## src/verilog/tlb_pkg.sv

```systemverilog
package tlb_pkg;

    // table geometry
    localparam int tlb_entries = 16;
    localparam int tlb_idx_w   = 4;

    // field widths
    localparam int vppn_w = 19;
    localparam int vpn_w  = 20;
    localparam int asid_w = 10;
    localparam int priv_w = 2;
    localparam int lo_w   = 28;
    localparam int ppn_w  = 20;
    localparam int ps_w   = 6;
    localparam int op_w   = 5;

    // page word layout
    localparam int lo_v_bit   = 0;
    localparam int lo_d_bit   = 1;
    localparam int lo_plv_lsb = 2;
    localparam int lo_mat_lsb = 4;
    localparam int lo_g_bit   = 6;
    localparam int lo_ppn_lsb = 8;

    // page size codes
    localparam logic [ps_w-1:0] ps_small = 6'd12;
    localparam logic [ps_w-1:0] ps_large = 6'd21;

    // invalidate ops
    localparam logic [op_w-1:0] inv_all0    = 5'd0;
    localparam logic [op_w-1:0] inv_all1    = 5'd1;
    localparam logic [op_w-1:0] inv_glob    = 5'd2;
    localparam logic [op_w-1:0] inv_nglob   = 5'd3;
    localparam logic [op_w-1:0] inv_asid    = 5'd4;
    localparam logic [op_w-1:0] inv_asid_va = 5'd5;
    localparam logic [op_w-1:0] inv_glob_va = 5'd6;

endpackage

```

## src/verilog/tlb_inv_decode.sv

```systemverilog
`timescale 1ns/100ps

module tlb_inv_decode (
    input  logic                     inv_en,
    input  logic [tlb_pkg::op_w-1:0] inv_op,
    output logic                     sel_all,
    output logic                     sel_g,
    output logic                     sel_ng,
    output logic                     sel_asid,
    output logic                     sel_vppn,
    output logic                     inv_err
);

    logic dec_all;
    logic dec_g;
    logic dec_ng;
    logic dec_asid;
    logic dec_vppn;
    logic dec_known;

    always_comb begin
        dec_all   = 1'b0;
        dec_g     = 1'b0;
        dec_ng    = 1'b0;
        dec_asid  = 1'b0;
        dec_vppn  = 1'b0;
        dec_known = 1'b1;
        case (inv_op)
            tlb_pkg::inv_all0,
            tlb_pkg::inv_all1: begin
                dec_all = 1'b1;
            end
            tlb_pkg::inv_glob: begin
                dec_g = 1'b1;
            end
            tlb_pkg::inv_nglob: begin
                dec_ng = 1'b1;
            end
            tlb_pkg::inv_asid: begin
                dec_ng   = 1'b1;
                dec_asid = 1'b1;
            end
            tlb_pkg::inv_asid_va: begin
                dec_ng   = 1'b1;
                dec_asid = 1'b1;
                dec_vppn = 1'b1;
            end
            tlb_pkg::inv_glob_va: begin
                dec_g    = 1'b1;
                dec_asid = 1'b1;
                dec_vppn = 1'b1;
            end
            // unknown op clears nothing
            default: begin
                dec_known = 1'b0;
            end
        endcase
    end

    assign sel_all  = inv_en & dec_all;
    assign sel_g    = inv_en & dec_g;
    assign sel_ng   = inv_en & dec_ng;
    assign sel_asid = inv_en & dec_asid;
    assign sel_vppn = inv_en & dec_vppn;
    assign inv_err  = inv_en & ~dec_known;

endmodule

```

## src/verilog/tlb_array.sv

```systemverilog
`timescale 1ns/100ps

module tlb_array (
    input  logic                                           clock,
    input  logic                                           arst_n,
    // write
    input  logic                                           w_en,
    input  logic [tlb_pkg::tlb_idx_w-1:0]                  w_idx,
    input  logic [tlb_pkg::vppn_w-1:0]                     w_vppn,
    input  logic [tlb_pkg::ps_w-1:0]                       w_ps,
    input  logic [tlb_pkg::asid_w-1:0]                     w_asid,
    input  logic                                           w_e,
    input  logic [tlb_pkg::lo_w-1:0]                       w_lo0,
    input  logic [tlb_pkg::lo_w-1:0]                       w_lo1,
    // invalidate
    input  logic                                           inv_en,
    input  logic [tlb_pkg::asid_w-1:0]                     inv_asid,
    input  logic [tlb_pkg::vppn_w-1:0]                     inv_vppn,
    input  logic                                           sel_all,
    input  logic                                           sel_g,
    input  logic                                           sel_ng,
    input  logic                                           sel_asid,
    input  logic                                           sel_vppn,
    // read
    input  logic [tlb_pkg::tlb_idx_w-1:0]                  r_idx,
    output logic [tlb_pkg::vppn_w-1:0]                     r_vppn,
    output logic [tlb_pkg::asid_w-1:0]                     r_asid,
    output logic [tlb_pkg::ps_w-1:0]                       r_ps,
    output logic                                           r_e,
    output logic [tlb_pkg::lo_w-1:0]                       r_lo0,
    output logic [tlb_pkg::lo_w-1:0]                       r_lo1,
    // all entries, flattened
    output logic [tlb_pkg::tlb_entries*tlb_pkg::vppn_w-1:0] ent_vppn,
    output logic [tlb_pkg::tlb_entries*tlb_pkg::asid_w-1:0] ent_asid,
    output logic [tlb_pkg::tlb_entries-1:0]                 ent_e,
    output logic [tlb_pkg::tlb_entries-1:0]                 ent_g,
    output logic [tlb_pkg::tlb_entries*tlb_pkg::lo_w-1:0]   ent_lo0,
    output logic [tlb_pkg::tlb_entries*tlb_pkg::lo_w-1:0]   ent_lo1
);

    logic [tlb_pkg::vppn_w-1:0] vppn_q [tlb_pkg::tlb_entries];
    logic [tlb_pkg::asid_w-1:0] asid_q [tlb_pkg::tlb_entries];
    logic                       ps_q   [tlb_pkg::tlb_entries];
    logic [tlb_pkg::lo_w-1:0]   lo0_q  [tlb_pkg::tlb_entries];
    logic [tlb_pkg::lo_w-1:0]   lo1_q  [tlb_pkg::tlb_entries];
    logic [tlb_pkg::tlb_entries-1:0] e_q;
    logic [tlb_pkg::tlb_entries-1:0] kill;

    logic                     w_g;
    logic [tlb_pkg::lo_w-1:0] w_lo0_m;
    logic [tlb_pkg::lo_w-1:0] w_lo1_m;

    // global only if both halves agree
    assign w_g = w_lo0[tlb_pkg::lo_g_bit] & w_lo1[tlb_pkg::lo_g_bit];

    always_comb begin
        w_lo0_m = w_lo0;
        w_lo1_m = w_lo1;
        w_lo0_m[tlb_pkg::lo_g_bit] = w_g;
        w_lo1_m[tlb_pkg::lo_g_bit] = w_g;
    end

    always_ff @(posedge clock) begin
        if (w_en) begin
            vppn_q[w_idx] <= w_vppn;
            asid_q[w_idx] <= w_asid;
            ps_q[w_idx]   <= (w_ps == tlb_pkg::ps_large);
            lo0_q[w_idx]  <= w_lo0_m;
            lo1_q[w_idx]  <= w_lo1_m;
        end
    end

    for (genvar i = 0; i < tlb_pkg::tlb_entries; i++) begin : g_ent
        logic asid_eq;
        logic vppn_eq;
        logic kind_ok;

        assign ent_g[i]  = lo0_q[i][tlb_pkg::lo_g_bit];
        assign asid_eq   = (asid_q[i] == inv_asid);
        assign vppn_eq   = (vppn_q[i] == inv_vppn);
        assign kind_ok   = (sel_g & ent_g[i]) | (sel_ng & ~ent_g[i]);
        assign kill[i]   = inv_en & (sel_all |
                           (kind_ok & (~sel_asid | asid_eq) & (~sel_vppn | vppn_eq)));

        assign ent_vppn[i*tlb_pkg::vppn_w +: tlb_pkg::vppn_w] = vppn_q[i];
        assign ent_asid[i*tlb_pkg::asid_w +: tlb_pkg::asid_w] = asid_q[i];
        assign ent_lo0[i*tlb_pkg::lo_w +: tlb_pkg::lo_w]      = lo0_q[i];
        assign ent_lo1[i*tlb_pkg::lo_w +: tlb_pkg::lo_w]      = lo1_q[i];
    end

    // invalidate beats a write to the same slot
    always_ff @(posedge clock or negedge arst_n) begin
        if (!arst_n) begin
            e_q <= '0;
        end else begin
            for (int i = 0; i < tlb_pkg::tlb_entries; i++) begin
                if (kill[i]) begin
                    e_q[i] <= 1'b0;
                end else if (w_en && (w_idx == tlb_pkg::tlb_idx_w'(i))) begin
                    e_q[i] <= w_e;
                end
            end
        end
    end

    assign ent_e = e_q;

    assign r_vppn = vppn_q[r_idx];
    assign r_asid = asid_q[r_idx];
    assign r_ps   = ps_q[r_idx] ? tlb_pkg::ps_large : tlb_pkg::ps_small;
    assign r_e    = e_q[r_idx];
    assign r_lo0  = lo0_q[r_idx];
    assign r_lo1  = lo1_q[r_idx];

endmodule

```

## src/verilog/tlb_match.sv

```systemverilog
`timescale 1ns/100ps

module tlb_match (
    input  logic [tlb_pkg::vpn_w-1:0]                       vpn,
    input  logic [tlb_pkg::asid_w-1:0]                      asid,
    input  logic [tlb_pkg::tlb_entries*tlb_pkg::vppn_w-1:0] ent_vppn,
    input  logic [tlb_pkg::tlb_entries*tlb_pkg::asid_w-1:0] ent_asid,
    input  logic [tlb_pkg::tlb_entries-1:0]                 ent_e,
    input  logic [tlb_pkg::tlb_entries-1:0]                 ent_g,
    output logic                                            hit,
    output logic [tlb_pkg::tlb_idx_w-1:0]                   idx
);

    logic [tlb_pkg::tlb_entries-1:0] hit_vec;

    // vpn bit 0 only picks even/odd page
    for (genvar i = 0; i < tlb_pkg::tlb_entries; i++) begin : g_cmp
        assign hit_vec[i] = ent_e[i]
            & (ent_vppn[i*tlb_pkg::vppn_w +: tlb_pkg::vppn_w] == vpn[tlb_pkg::vpn_w-1:1])
            & (ent_g[i] | (ent_asid[i*tlb_pkg::asid_w +: tlb_pkg::asid_w] == asid));
    end

    assign hit = |hit_vec;

    // lowest index wins
    always_comb begin
        idx = '0;
        for (int i = tlb_pkg::tlb_entries - 1; i >= 0; i--) begin
            if (hit_vec[i]) begin
                idx = tlb_pkg::tlb_idx_w'(i);
            end
        end
    end

endmodule

```

## src/verilog/tlb_translate.sv

```systemverilog
`timescale 1ns/100ps

module tlb_translate (
    input  logic                                          clock,
    input  logic                                          arst_n,
    input  logic                                          vpn_odd,
    input  logic [tlb_pkg::priv_w-1:0]                    priv,
    input  logic                                          hit,
    input  logic [tlb_pkg::tlb_idx_w-1:0]                 idx,
    input  logic [tlb_pkg::tlb_entries*tlb_pkg::lo_w-1:0] ent_lo0,
    input  logic [tlb_pkg::tlb_entries*tlb_pkg::lo_w-1:0] ent_lo1,
    output logic [tlb_pkg::tlb_idx_w-1:0]                 pidx,
    output logic                                          valid,
    output logic                                          unpriv,
    output logic                                          uncached,
    output logic                                          dirty,
    output logic [tlb_pkg::ppn_w-1:0]                     ppn
);

    logic                          hit_q;
    logic [tlb_pkg::tlb_idx_w-1:0] idx_q;
    logic                          odd_q;
    logic [tlb_pkg::priv_w-1:0]    priv_q;
    logic [tlb_pkg::lo_w-1:0]      word;

    always_ff @(posedge clock or negedge arst_n) begin
        if (!arst_n) begin
            hit_q <= 1'b0;
        end else begin
            hit_q <= hit;
        end
    end

    always_ff @(posedge clock) begin
        idx_q  <= idx;
        odd_q  <= vpn_odd;
        priv_q <= priv;
    end

    // page word comes from the current array state
    assign word = odd_q ? ent_lo1[idx_q*tlb_pkg::lo_w +: tlb_pkg::lo_w]
                        : ent_lo0[idx_q*tlb_pkg::lo_w +: tlb_pkg::lo_w];

    assign pidx     = idx_q;
    assign valid    = hit_q & word[tlb_pkg::lo_v_bit];
    assign unpriv   = (word[tlb_pkg::lo_plv_lsb +: tlb_pkg::priv_w] < priv_q);
    assign uncached = (word[tlb_pkg::lo_mat_lsb +: 2] == 2'd0);
    assign dirty    = word[tlb_pkg::lo_d_bit];
    assign ppn      = word[tlb_pkg::lo_ppn_lsb +: tlb_pkg::ppn_w];

endmodule

```

## src/verilog/tlb_top.sv

```systemverilog
`timescale 1ns/100ps

module tlb_top (
    input  logic                          clock,
    input  logic                          arst_n,
    // fetch lookup
    input  logic [tlb_pkg::vpn_w-1:0]     if_vpn,
    input  logic [tlb_pkg::asid_w-1:0]    if_asid,
    input  logic [tlb_pkg::priv_w-1:0]    if_priv,
    output logic [tlb_pkg::tlb_idx_w-1:0] if_idx,
    output logic                          if_valid,
    output logic                          if_unpriv,
    output logic                          if_uncached,
    output logic                          if_dirty,
    output logic [tlb_pkg::ppn_w-1:0]     if_ppn,
    // load/store lookup
    input  logic [tlb_pkg::vpn_w-1:0]     ls_vpn,
    input  logic [tlb_pkg::asid_w-1:0]    ls_asid,
    input  logic [tlb_pkg::priv_w-1:0]    ls_priv,
    output logic [tlb_pkg::tlb_idx_w-1:0] ls_idx,
    output logic                          ls_valid,
    output logic                          ls_unpriv,
    output logic                          ls_uncached,
    output logic                          ls_dirty,
    output logic [tlb_pkg::ppn_w-1:0]     ls_ppn,
    // entry write
    input  logic                          w_en,
    input  logic [tlb_pkg::tlb_idx_w-1:0] w_idx,
    input  logic [tlb_pkg::vppn_w-1:0]    w_vppn,
    input  logic [tlb_pkg::ps_w-1:0]      w_ps,
    input  logic [tlb_pkg::asid_w-1:0]    w_asid,
    input  logic                          w_e,
    input  logic [tlb_pkg::lo_w-1:0]      w_lo0,
    input  logic [tlb_pkg::lo_w-1:0]      w_lo1,
    // entry read
    input  logic [tlb_pkg::tlb_idx_w-1:0] r_idx,
    output logic [tlb_pkg::vppn_w-1:0]    r_vppn,
    output logic [tlb_pkg::asid_w-1:0]    r_asid,
    output logic [tlb_pkg::ps_w-1:0]      r_ps,
    output logic                          r_e,
    output logic [tlb_pkg::lo_w-1:0]      r_lo0,
    output logic [tlb_pkg::lo_w-1:0]      r_lo1,
    // invalidate
    input  logic                          inv_en,
    input  logic [tlb_pkg::op_w-1:0]      inv_op,
    input  logic [tlb_pkg::asid_w-1:0]    inv_asid,
    input  logic [tlb_pkg::vppn_w-1:0]    inv_vppn,
    output logic                          inv_err
);

    logic sel_all;
    logic sel_g;
    logic sel_ng;
    logic sel_asid;
    logic sel_vppn;

    logic [tlb_pkg::tlb_entries*tlb_pkg::vppn_w-1:0] ent_vppn;
    logic [tlb_pkg::tlb_entries*tlb_pkg::asid_w-1:0] ent_asid;
    logic [tlb_pkg::tlb_entries-1:0]                 ent_e;
    logic [tlb_pkg::tlb_entries-1:0]                 ent_g;
    logic [tlb_pkg::tlb_entries*tlb_pkg::lo_w-1:0]   ent_lo0;
    logic [tlb_pkg::tlb_entries*tlb_pkg::lo_w-1:0]   ent_lo1;

    logic                          if_hit;
    logic [tlb_pkg::tlb_idx_w-1:0] if_hit_idx;
    logic                          ls_hit;
    logic [tlb_pkg::tlb_idx_w-1:0] ls_hit_idx;

    tlb_inv_decode inv_dec (
        .inv_en   (inv_en),
        .inv_op   (inv_op),
        .sel_all  (sel_all),
        .sel_g    (sel_g),
        .sel_ng   (sel_ng),
        .sel_asid (sel_asid),
        .sel_vppn (sel_vppn),
        .inv_err  (inv_err)
    );

    tlb_array array (
        .clock    (clock),
        .arst_n   (arst_n),
        .w_en     (w_en),
        .w_idx    (w_idx),
        .w_vppn   (w_vppn),
        .w_ps     (w_ps),
        .w_asid   (w_asid),
        .w_e      (w_e),
        .w_lo0    (w_lo0),
        .w_lo1    (w_lo1),
        .inv_en   (inv_en),
        .inv_asid (inv_asid),
        .inv_vppn (inv_vppn),
        .sel_all  (sel_all),
        .sel_g    (sel_g),
        .sel_ng   (sel_ng),
        .sel_asid (sel_asid),
        .sel_vppn (sel_vppn),
        .r_idx    (r_idx),
        .r_vppn   (r_vppn),
        .r_asid   (r_asid),
        .r_ps     (r_ps),
        .r_e      (r_e),
        .r_lo0    (r_lo0),
        .r_lo1    (r_lo1),
        .ent_vppn (ent_vppn),
        .ent_asid (ent_asid),
        .ent_e    (ent_e),
        .ent_g    (ent_g),
        .ent_lo0  (ent_lo0),
        .ent_lo1  (ent_lo1)
    );

    tlb_match if_match (
        .vpn      (if_vpn),
        .asid     (if_asid),
        .ent_vppn (ent_vppn),
        .ent_asid (ent_asid),
        .ent_e    (ent_e),
        .ent_g    (ent_g),
        .hit      (if_hit),
        .idx      (if_hit_idx)
    );

    tlb_match ls_match (
        .vpn      (ls_vpn),
        .asid     (ls_asid),
        .ent_vppn (ent_vppn),
        .ent_asid (ent_asid),
        .ent_e    (ent_e),
        .ent_g    (ent_g),
        .hit      (ls_hit),
        .idx      (ls_hit_idx)
    );

    tlb_translate if_xlate (
        .clock    (clock),
        .arst_n   (arst_n),
        .vpn_odd  (if_vpn[0]),
        .priv     (if_priv),
        .hit      (if_hit),
        .idx      (if_hit_idx),
        .ent_lo0  (ent_lo0),
        .ent_lo1  (ent_lo1),
        .pidx     (if_idx),
        .valid    (if_valid),
        .unpriv   (if_unpriv),
        .uncached (if_uncached),
        .dirty    (if_dirty),
        .ppn      (if_ppn)
    );

    tlb_translate ls_xlate (
        .clock    (clock),
        .arst_n   (arst_n),
        .vpn_odd  (ls_vpn[0]),
        .priv     (ls_priv),
        .hit      (ls_hit),
        .idx      (ls_hit_idx),
        .ent_lo0  (ent_lo0),
        .ent_lo1  (ent_lo1),
        .pidx     (ls_idx),
        .valid    (ls_valid),
        .unpriv   (ls_unpriv),
        .uncached (ls_uncached),
        .dirty    (ls_dirty),
        .ppn      (ls_ppn)
    );

endmodule

```

## config.mk

```make
export PLATFORM = sky130hd
export DESIGN_NAME = tlb_top
export DESIGN_NICKNAME = d
export VERILOG_FILES = /design/src/verilog/tlb_pkg.sv /design/src/verilog/tlb_inv_decode.sv /design/src/verilog/tlb_array.sv /design/src/verilog/tlb_match.sv /design/src/verilog/tlb_translate.sv /design/src/verilog/tlb_top.sv
export SDC_FILE = /design/constraint.sdc
export NUM_CORES = 2
export LEC_CHECK = 0
export BUFFER_PORTS_ARGS = -buffer_cell sky130_fd_sc_hd__buf_2
export CAP_MARGIN = 0
export CORE_MARGIN = 5
export CORE_UTILIZATION = 55
export DETAILED_ROUTE_END_ITERATION = 6
export GPL_ROUTABILITY_DRIVEN = 0
export PLACE_DENSITY = 0.76
export REMOVE_ABC_BUFFERS = 1
export SLEW_MARGIN = 40
export SYNTH_ARGS = -nofsm -noshare
export SYNTH_HDL_FRONTEND = slang
export SYNTH_SLANG_ARGS = --single-unit
```

## constraint.sdc

```tcl
create_clock -name clock -period 3.5 [get_ports clock]
set_clock_uncertainty 0.05 [all_clocks]
set_input_delay 0.35 -clock clock [delete_from_list [all_inputs] [get_ports clock]]
set_output_delay 0.35 -clock clock [all_outputs]
set_load 0.02 [all_outputs]
```

# ---- After elaboration in Yosys (flattened, before gate mapping)
# Memories as Yosys holds them, arrays and structs flattened.
# Index checks and enable logic that the tools add are counted.
dict set report classes {
  n_mul 2
  order_cmp 3
  eq_ne 118
  shift 4
  mux 75
  n_bitwise 268
  reduce_logical 50
}
# operator n
set op_table {}
lappend op_table {{variable part select 448 x 10 -> 28 bit} 4}
lappend op_table {{== test 19 bit} 48}
lappend op_table {{== test 10 bit} 48}
lappend op_table {{AND 1 bit} 153}
lappend op_table {{bitwise OR 1 bit} 96}
lappend op_table {{two-way mux 4 bit} 16}
lappend op_table {{two-way mux 28 bit} 2}
lappend op_table {{two-way mux 1 bit} 43}
lappend op_table {{== test 4 bit (second input constant)} 8}
lappend op_table {{nonzero test 2 bit} 16}
lappend op_table {{OR reduction 16 bit} 2}
lappend op_table {{two-way mux 3 bit} 8}
lappend op_table {{inverter 1 bit} 19}
lappend op_table {{== test 4 x 3 -> 1 bit (second input constant)} 4}
lappend op_table {{logical AND 1 bit} 16}
lappend op_table {{OR reduction 8 bit} 2}
lappend op_table {{== test 5 x 3 -> 1 bit (second input constant)} 3}
lappend op_table {{multiplier 4 x 3 -> 7 bit (second input constant)} 2}
lappend op_table {{== test 5 x 2 -> 1 bit (second input constant)} 2}
lappend op_table {{OR reduction 2 bit} 5}
lappend op_table {{== test 4 x 2 -> 1 bit (second input constant)} 2}
lappend op_table {{two-way mux 2 bit} 4}
lappend op_table {{OR reduction 4 bit} 2}
lappend op_table {{OR reduction 7 bit} 1}
lappend op_table {{other kinds (11)} 14}
dict set report totals {
  ff_bits 32
  ramBits 1376
  out_inout_bits 149
  word_cells 555
  n_memories 5
}
# name words width read_ports rd_clocked_by_memory_dff write_ports line_no
set memory_table {}
lappend memory_table {array.lo0_q 16 28 17 0 1 tlb_array.sv:44} ;# logic [tlb_pkg::lo_w-1:0] lo0_q [tlb_pkg::tlb_entries];
lappend memory_table {array.lo1_q 16 28 17 0 1 tlb_array.sv:45} ;# logic [tlb_pkg::lo_w-1:0] lo1_q [tlb_pkg::tlb_entries];
lappend memory_table {array.vppn_q 16 19 17 0 1 tlb_array.sv:41} ;# logic [tlb_pkg::vppn_w-1:0] vppn_q [tlb_pkg::tlb_entries];
lappend memory_table {array.asid_q 16 10 17 0 1 tlb_array.sv:42} ;# logic [tlb_pkg::asid_w-1:0] asid_q [tlb_pkg::tlb_entries];
lappend memory_table {array.ps_q 16 1 1 0 1 tlb_array.sv:43} ;# logic ps_q [tlb_pkg::tlb_entries];

# ---- Depth between registers and ports, before layout
# An unclocked memory read counts as a cell.
dict set report depth {
  word_depth 19
  depth_mapped 12
  ltp_nobuf 10
}

# ---- Cells and area by module
# From an unflattened synthesis, not the netlist that was laid out.
dict set report unflattened {
  cells_unflattened 5322
  area_unflattened_um2 83395.0
}
# mod instances cells_per_inst area_per_inst_um2 seq_area_each_um2
set modules_own_cells {}
lappend modules_own_cells {tlb_array 1 2725 57765.4 41239.6}
lappend modules_own_cells {tlb_translate 2 570 7120.6 165.2}
lappend modules_own_cells {tlb_match 2 722 5646.7 0.0}
lappend modules_own_cells {tlb_inv_decode 1 13 95.1 0.0}

# ---- Least setup slack after synthesis
# OpenSTA, ideal clock, no wires.
dict set report synth_timing {
  path_kind {input-to-reg}
  start {input w_idx[3] (netlist bit)}
  end {register array.e_q, in the netlist array.ent_e[0]}
  setup_ns 0.104
  t_arrival_ns 7.414
  setup_slack_ns -4.067
  stages 4
  path_buffers 0
  path_cell_list {or3b_2 nor3_1 mux2i_1 nor3_1}
}
dict set report synth_between {
  elab_chain_len 3
}
# element line_no
set synth_lines {}
lappend synth_lines {{from (decl)} tlb_top.sv:28} ;# input logic [tlb_pkg::tlb_idx_w-1:0] w_idx,
lappend synth_lines {{logical NOT 4 bit} tlb_array.sv:99} ;# end else if (w_en && (w_idx == tlb_pkg::tlb_idx_w'(i))) begin
lappend synth_lines {{logical AND 1 bit} tlb_array.sv:99}
lappend synth_lines {{nonzero test 2 bit (no line)} --}
lappend synth_lines {{to (signal, indexed assignment)} tlb_array.sv:100} ;# e_q[i] <= w_e;
lappend synth_lines {{to (decl)} tlb_array.sv:46} ;# logic [tlb_pkg::tlb_entries-1:0] e_q;
# Every way passes these cells.
# A chain may end at the register's enable or synchronous reset.

# ---- Worst setup path after layout
dict set report layout_timing {
  start {register ls_xlate.idx_q, in the netlist ls_xlate.pidx[0]}
  end {output ls_ppn[15] (netlist bit)}
}
dict set report layout_between {
  elab_chain_len 3
}
# element line_no
set layout_lines {}
lappend layout_lines {{from (decl)} tlb_translate.sv:21} ;# logic [tlb_pkg::tlb_idx_w-1:0] idx_q;
lappend layout_lines {{from (signal assigned)} tlb_translate.sv:35} ;# idx_q <= idx;
lappend layout_lines {{multiplier 4 x 3 -> 7 bit (*)} {tlb_translate.sv:41, tlb_translate.sv:42}}
lappend layout_lines {{variable part select 448 x 10 -> 28 bit (on tied branches)} {tlb_translate.sv:42, tlb_translate.sv:41}}
lappend layout_lines {{two-way mux 28 bit (*)} tlb_translate.sv:41} ;# assign word = odd_q ? ent_lo1[idx_q*tlb_pkg::lo_w +: tlb_pkg::lo_w]
lappend layout_lines {{to (decl)} tlb_top.sv:25} ;# output logic [tlb_pkg::ppn_w-1:0] ls_ppn,
# Mark *: on every way between the ends. The rest lies on a longest branch, timed or not.

==> impl_metrics.csv <==
group,metric,value,unit
floorplan,start_util,55.17,%
worst_setup_path,r2r_slack,150,ps
layout,final_cell_count_no_fill,7578,
sta,max_slew_margin,33.49,%
logic_synthesis,synth_top_family_by_area,"multiplexers",
power_and_ir_drop,ir_drop,0.4478,mV
drt,viasPerCell,7.591,
placement,numPortBuffers,347,
logic_synthesis,yosysUniqueCellTypes,51,
sta,worstMarginPinSlew,984.6,ps
sta,setup_viol,47,
floorplan,rows,141,
layout,fill_cells,9959,
drt,drtPass1Iterations,7,
floorplan,die_w,394.6,um
logic_synthesis,synth_xor_area_share,14.98,%
sta,fmax,264.4,MHz
logic_synthesis,ys_seq_area_share,51.09,%
worst_setup_path,cp-endpoint,"ls_ppn[15]",
worst_setup_path,required,3100,ps
worst_setup_path,crit_start,"ls_xlate.pidx[0]",
grt,antenna_found_initial,15,
floorplan,fp.coreArea,147500,um^2
flow_run,drv_cap,0,
worst_setup_path,arrival,3380,ps
logic_synthesis,synth_fa_ha_area_share,0.03076,%
sta,fin_crit_sh,108.1,%
drt,wl_per_cell,41.22,um
placement,dpl_worst_slack,237.4,ps
drt,vias,57520,
logic_synthesis,syn_area_per_cell,16.65,um^2
grt,grt_pass1_wl,437.4,mm
power_and_ir_drop,p_leak,31.04,nW
logic_synthesis,synth_flop_cell,"edfxtp_1",
logic_synthesis,synth_edf_count,1360,
logic_synthesis,synthArstFlopShare,1.293,%
worst_setup_path,r2r_end,"ls_xlate.pidx[0]",
worst_setup_path,path_class,"reg -> out",
worst_setup_path,r2r_cells,11,
grt,grt.overflow.total,0,
sta,final.setup.tns,-7132,ps
logic_synthesis,muxShareOfSynthArea,26.57,%
clock_network,cts-htree-levels,4,
status,violations,"design-rule violations, negative setup slack",
sta,finalWorstSetupSlack,-282.5,ps
logic_synthesis,synthSimpleGateAreaFrac,4.180,%
grt,grt_pass1_vias,58250,
logic_synthesis,ys_seq_elements,1392,
clock_network,cts_sinks,1392,
layout,postLayoutCoreUtil,65.22,%
hold_path,hp-start,"w_ps[0]",
floorplan,die-height,394.6,um
drt,ant_nets,0,
clock_network,clock_path_buffers,3,
sta,drv_slew,0,
placement,dp_hpwl,195.4,mm
logic_synthesis,yosysWarnings,0,
worst_setup_path,cp-end-kind,"primary output",
clock_network,worst_skew_pair.late_latency,850,ps
layout,num-nets-final,5717,
grt,track_usage,39.67,%
power_and_ir_drop,power.total,41.23,mW
status,status,"complete, but fails checks",
logic_synthesis,syn-cell-area,81370,um^2
sta,rsz0062_at_grt,"true",
clock_network,cts_buffers,147,
placement,dp_cells,7102,
clock_network,path_clk_slew,70,ps
worst_setup_path,r2r-start,"array.vppn_q[14][6]",
drt,routed_wl,312.4,mm
clock_network,root_buffer,"clkbuf_16",
grt,grt_max_degree,87,
layout,synthToLayoutAreaGrowth,18.21,%
logic_synthesis,synth_cells,4887,
hold_path,hold_path.class,"in -> reg",
worst_setup_path,critPathMaxFanout,40,
worst_setup_path,startpoint_type,"register",
layout,layout_common_cells,"edfxtp_1, mux4_2, xor2_1",
floorplan,ios,351,
sta,timing.final.hold_violations,0,
power_and_ir_drop,power_density,428.6,nW/um^2
clock_network,cts_tree,"done",
layout,layout_commonest_cell,"edfxtp_1",
sta,min_period,3783,ps
logic_synthesis,synth-compound-area-share,0.9365,%
drt,drcViolationCount,10,
drt,drtIter0Drc,10780,
floorplan,dieArea,155700,um^2
layout,layout-drive-gt1-share,36.25,%
## per-stage QoR
step | area (um^2) | hold slack [ps]
global route | 96160 | 37.38
floorplan | 79620 | 4.409
global placement | 87430 | 286.1
finish | 96180 | 42.08
detailed placement | 87440 | 310.4
CTS | 95460 | 11.30
## registers in the layout, indices dropped and copies added (netlist names)
| name | cells |
|---|---|
| array.asid_q | 160 |
| array.ent_e | 16 |
| array.lo0_q | 448 |
| array.lo1_q | 432 |
| array.ps_q | 16 |
| array.vppn_q | 304 |
| if_xlate.hit_q | 1 |
| if_xlate.odd_q | 1 |
| if_xlate.pidx | 4 |
| if_xlate.priv_q | 2 |
| ls_xlate.hit_q | 1 |
| ls_xlate.odd_q | 1 |
| ls_xlate.pidx | 4 |
| ls_xlate.priv_q | 2 |
## cell families (layout without fill, tap and decap cells)
kind of cell | after synthesis | after routing
AND/OR/NAND/NOR | 574 | 574
XOR/XNOR | 1392 | 1392
multiplexers | 995 | 995
AO/OA/AOI/OAI | 116 | 116
flip-flops | 1392 | 1392
buffers and inverters | 414 | 1164
other | 2 | 13
adder cells (fa/ha/maj) | 2 | 2
## metal layers
| layer | vias up | track usage [%] | routed length [um] |
|---|---|---|---|
| li1 | 21060 | - | - |
| met1 | 28670 | 48.78 | 98690 |
| met2 | 6179 | 57.89 | 137200 |
| met3 | 1600 | 17.95 | 51260 |
| met4 | 18 | 23.76 | 24860 |
| met5 | - | 0.6773 | 326 |
## synthesized netlist by cell type, drive strengths merged, types with 7 or more instances
cell    count  area (um^2)
edfxtp   1360        40840
o22ai      16        100.1
mux4      927        20880
nand2b      7        43.79
nor4      230         1473
mux2       47        529.3
clkbuf    167        626.9
nor2       52        195.2
xor2      764         6691
nand3      38        190.2
a41oi      28        245.2
nor2b      19        118.9
inv         9        33.78
buf       236         1124
o21ai      31        155.2
xnor2     628         5500
a21oi      21        105.1
dfxtp      14        280.3
mux2i      21        210.2
nand2      12        45.04
a211oi     13        97.59
dfrtp      18        450.4
nand4     160         1001
nor3       36        180.2
## how the worst min path moves through the flow
stage / to / depth (start not counted)
2_1_floorplan: array.ent_e[0] / 0
3_3_place_gp: array.ent_e[0] / 1
3_5_place_dp: array.ent_e[1] / 1
4_1_cts: array.ps_q[13] / 3
5_1_grt: array.ps_q[13] / 3
6_report: array.ps_q[15] / 3
## critical path, stage by stage (launching register included)
cell and delay [ps]:
dfxtp_4 480, buf_16 270, buf_16 290, mux4_2 420, mux4_2 500, mux2_2 290
buf_2 180
## where the power goes
part | total, mW | leakage (nW) | internal (mW) | switching, mW
Sequential | 19.1 | 12.6 | 18.7 | 0.414
Clock | 16.8 | 2.48 | 9.56 | 7.20
Combinational | 5.40 | 16.0 | 2.35 | 3.04
## final cells by class
| cell class | instances | area (um^2) | share of cell area (%) |
|---|---|---|---|
| inverter | 11 | 41.29 | 0.04293 |
| antenna | 10 | 25.02 | 0.02602 |
| multi-input combinational | 3082 | 38420 | 39.94 |
| tap | 1930 | 2415 | 2.511 |
| sequential | 1392 | 41610 | 43.26 |
| timing repair buffer | 879 | 8494 | 8.831 |
| clock buffer | 180 | 3842 | 3.995 |
| clock inverter | 94 | 1339 | 1.392 |
## repair_timing
item	in CTS	in global routing
resized for setup	175	73
setup buffers	34	23
hold buffers	94	0
gates cloned	32	9
endpoints found under the setup margin	48	48
pin swaps	1	1
endpoints found under the hold margin	1361	0
(Power assumes the default switching activity.)
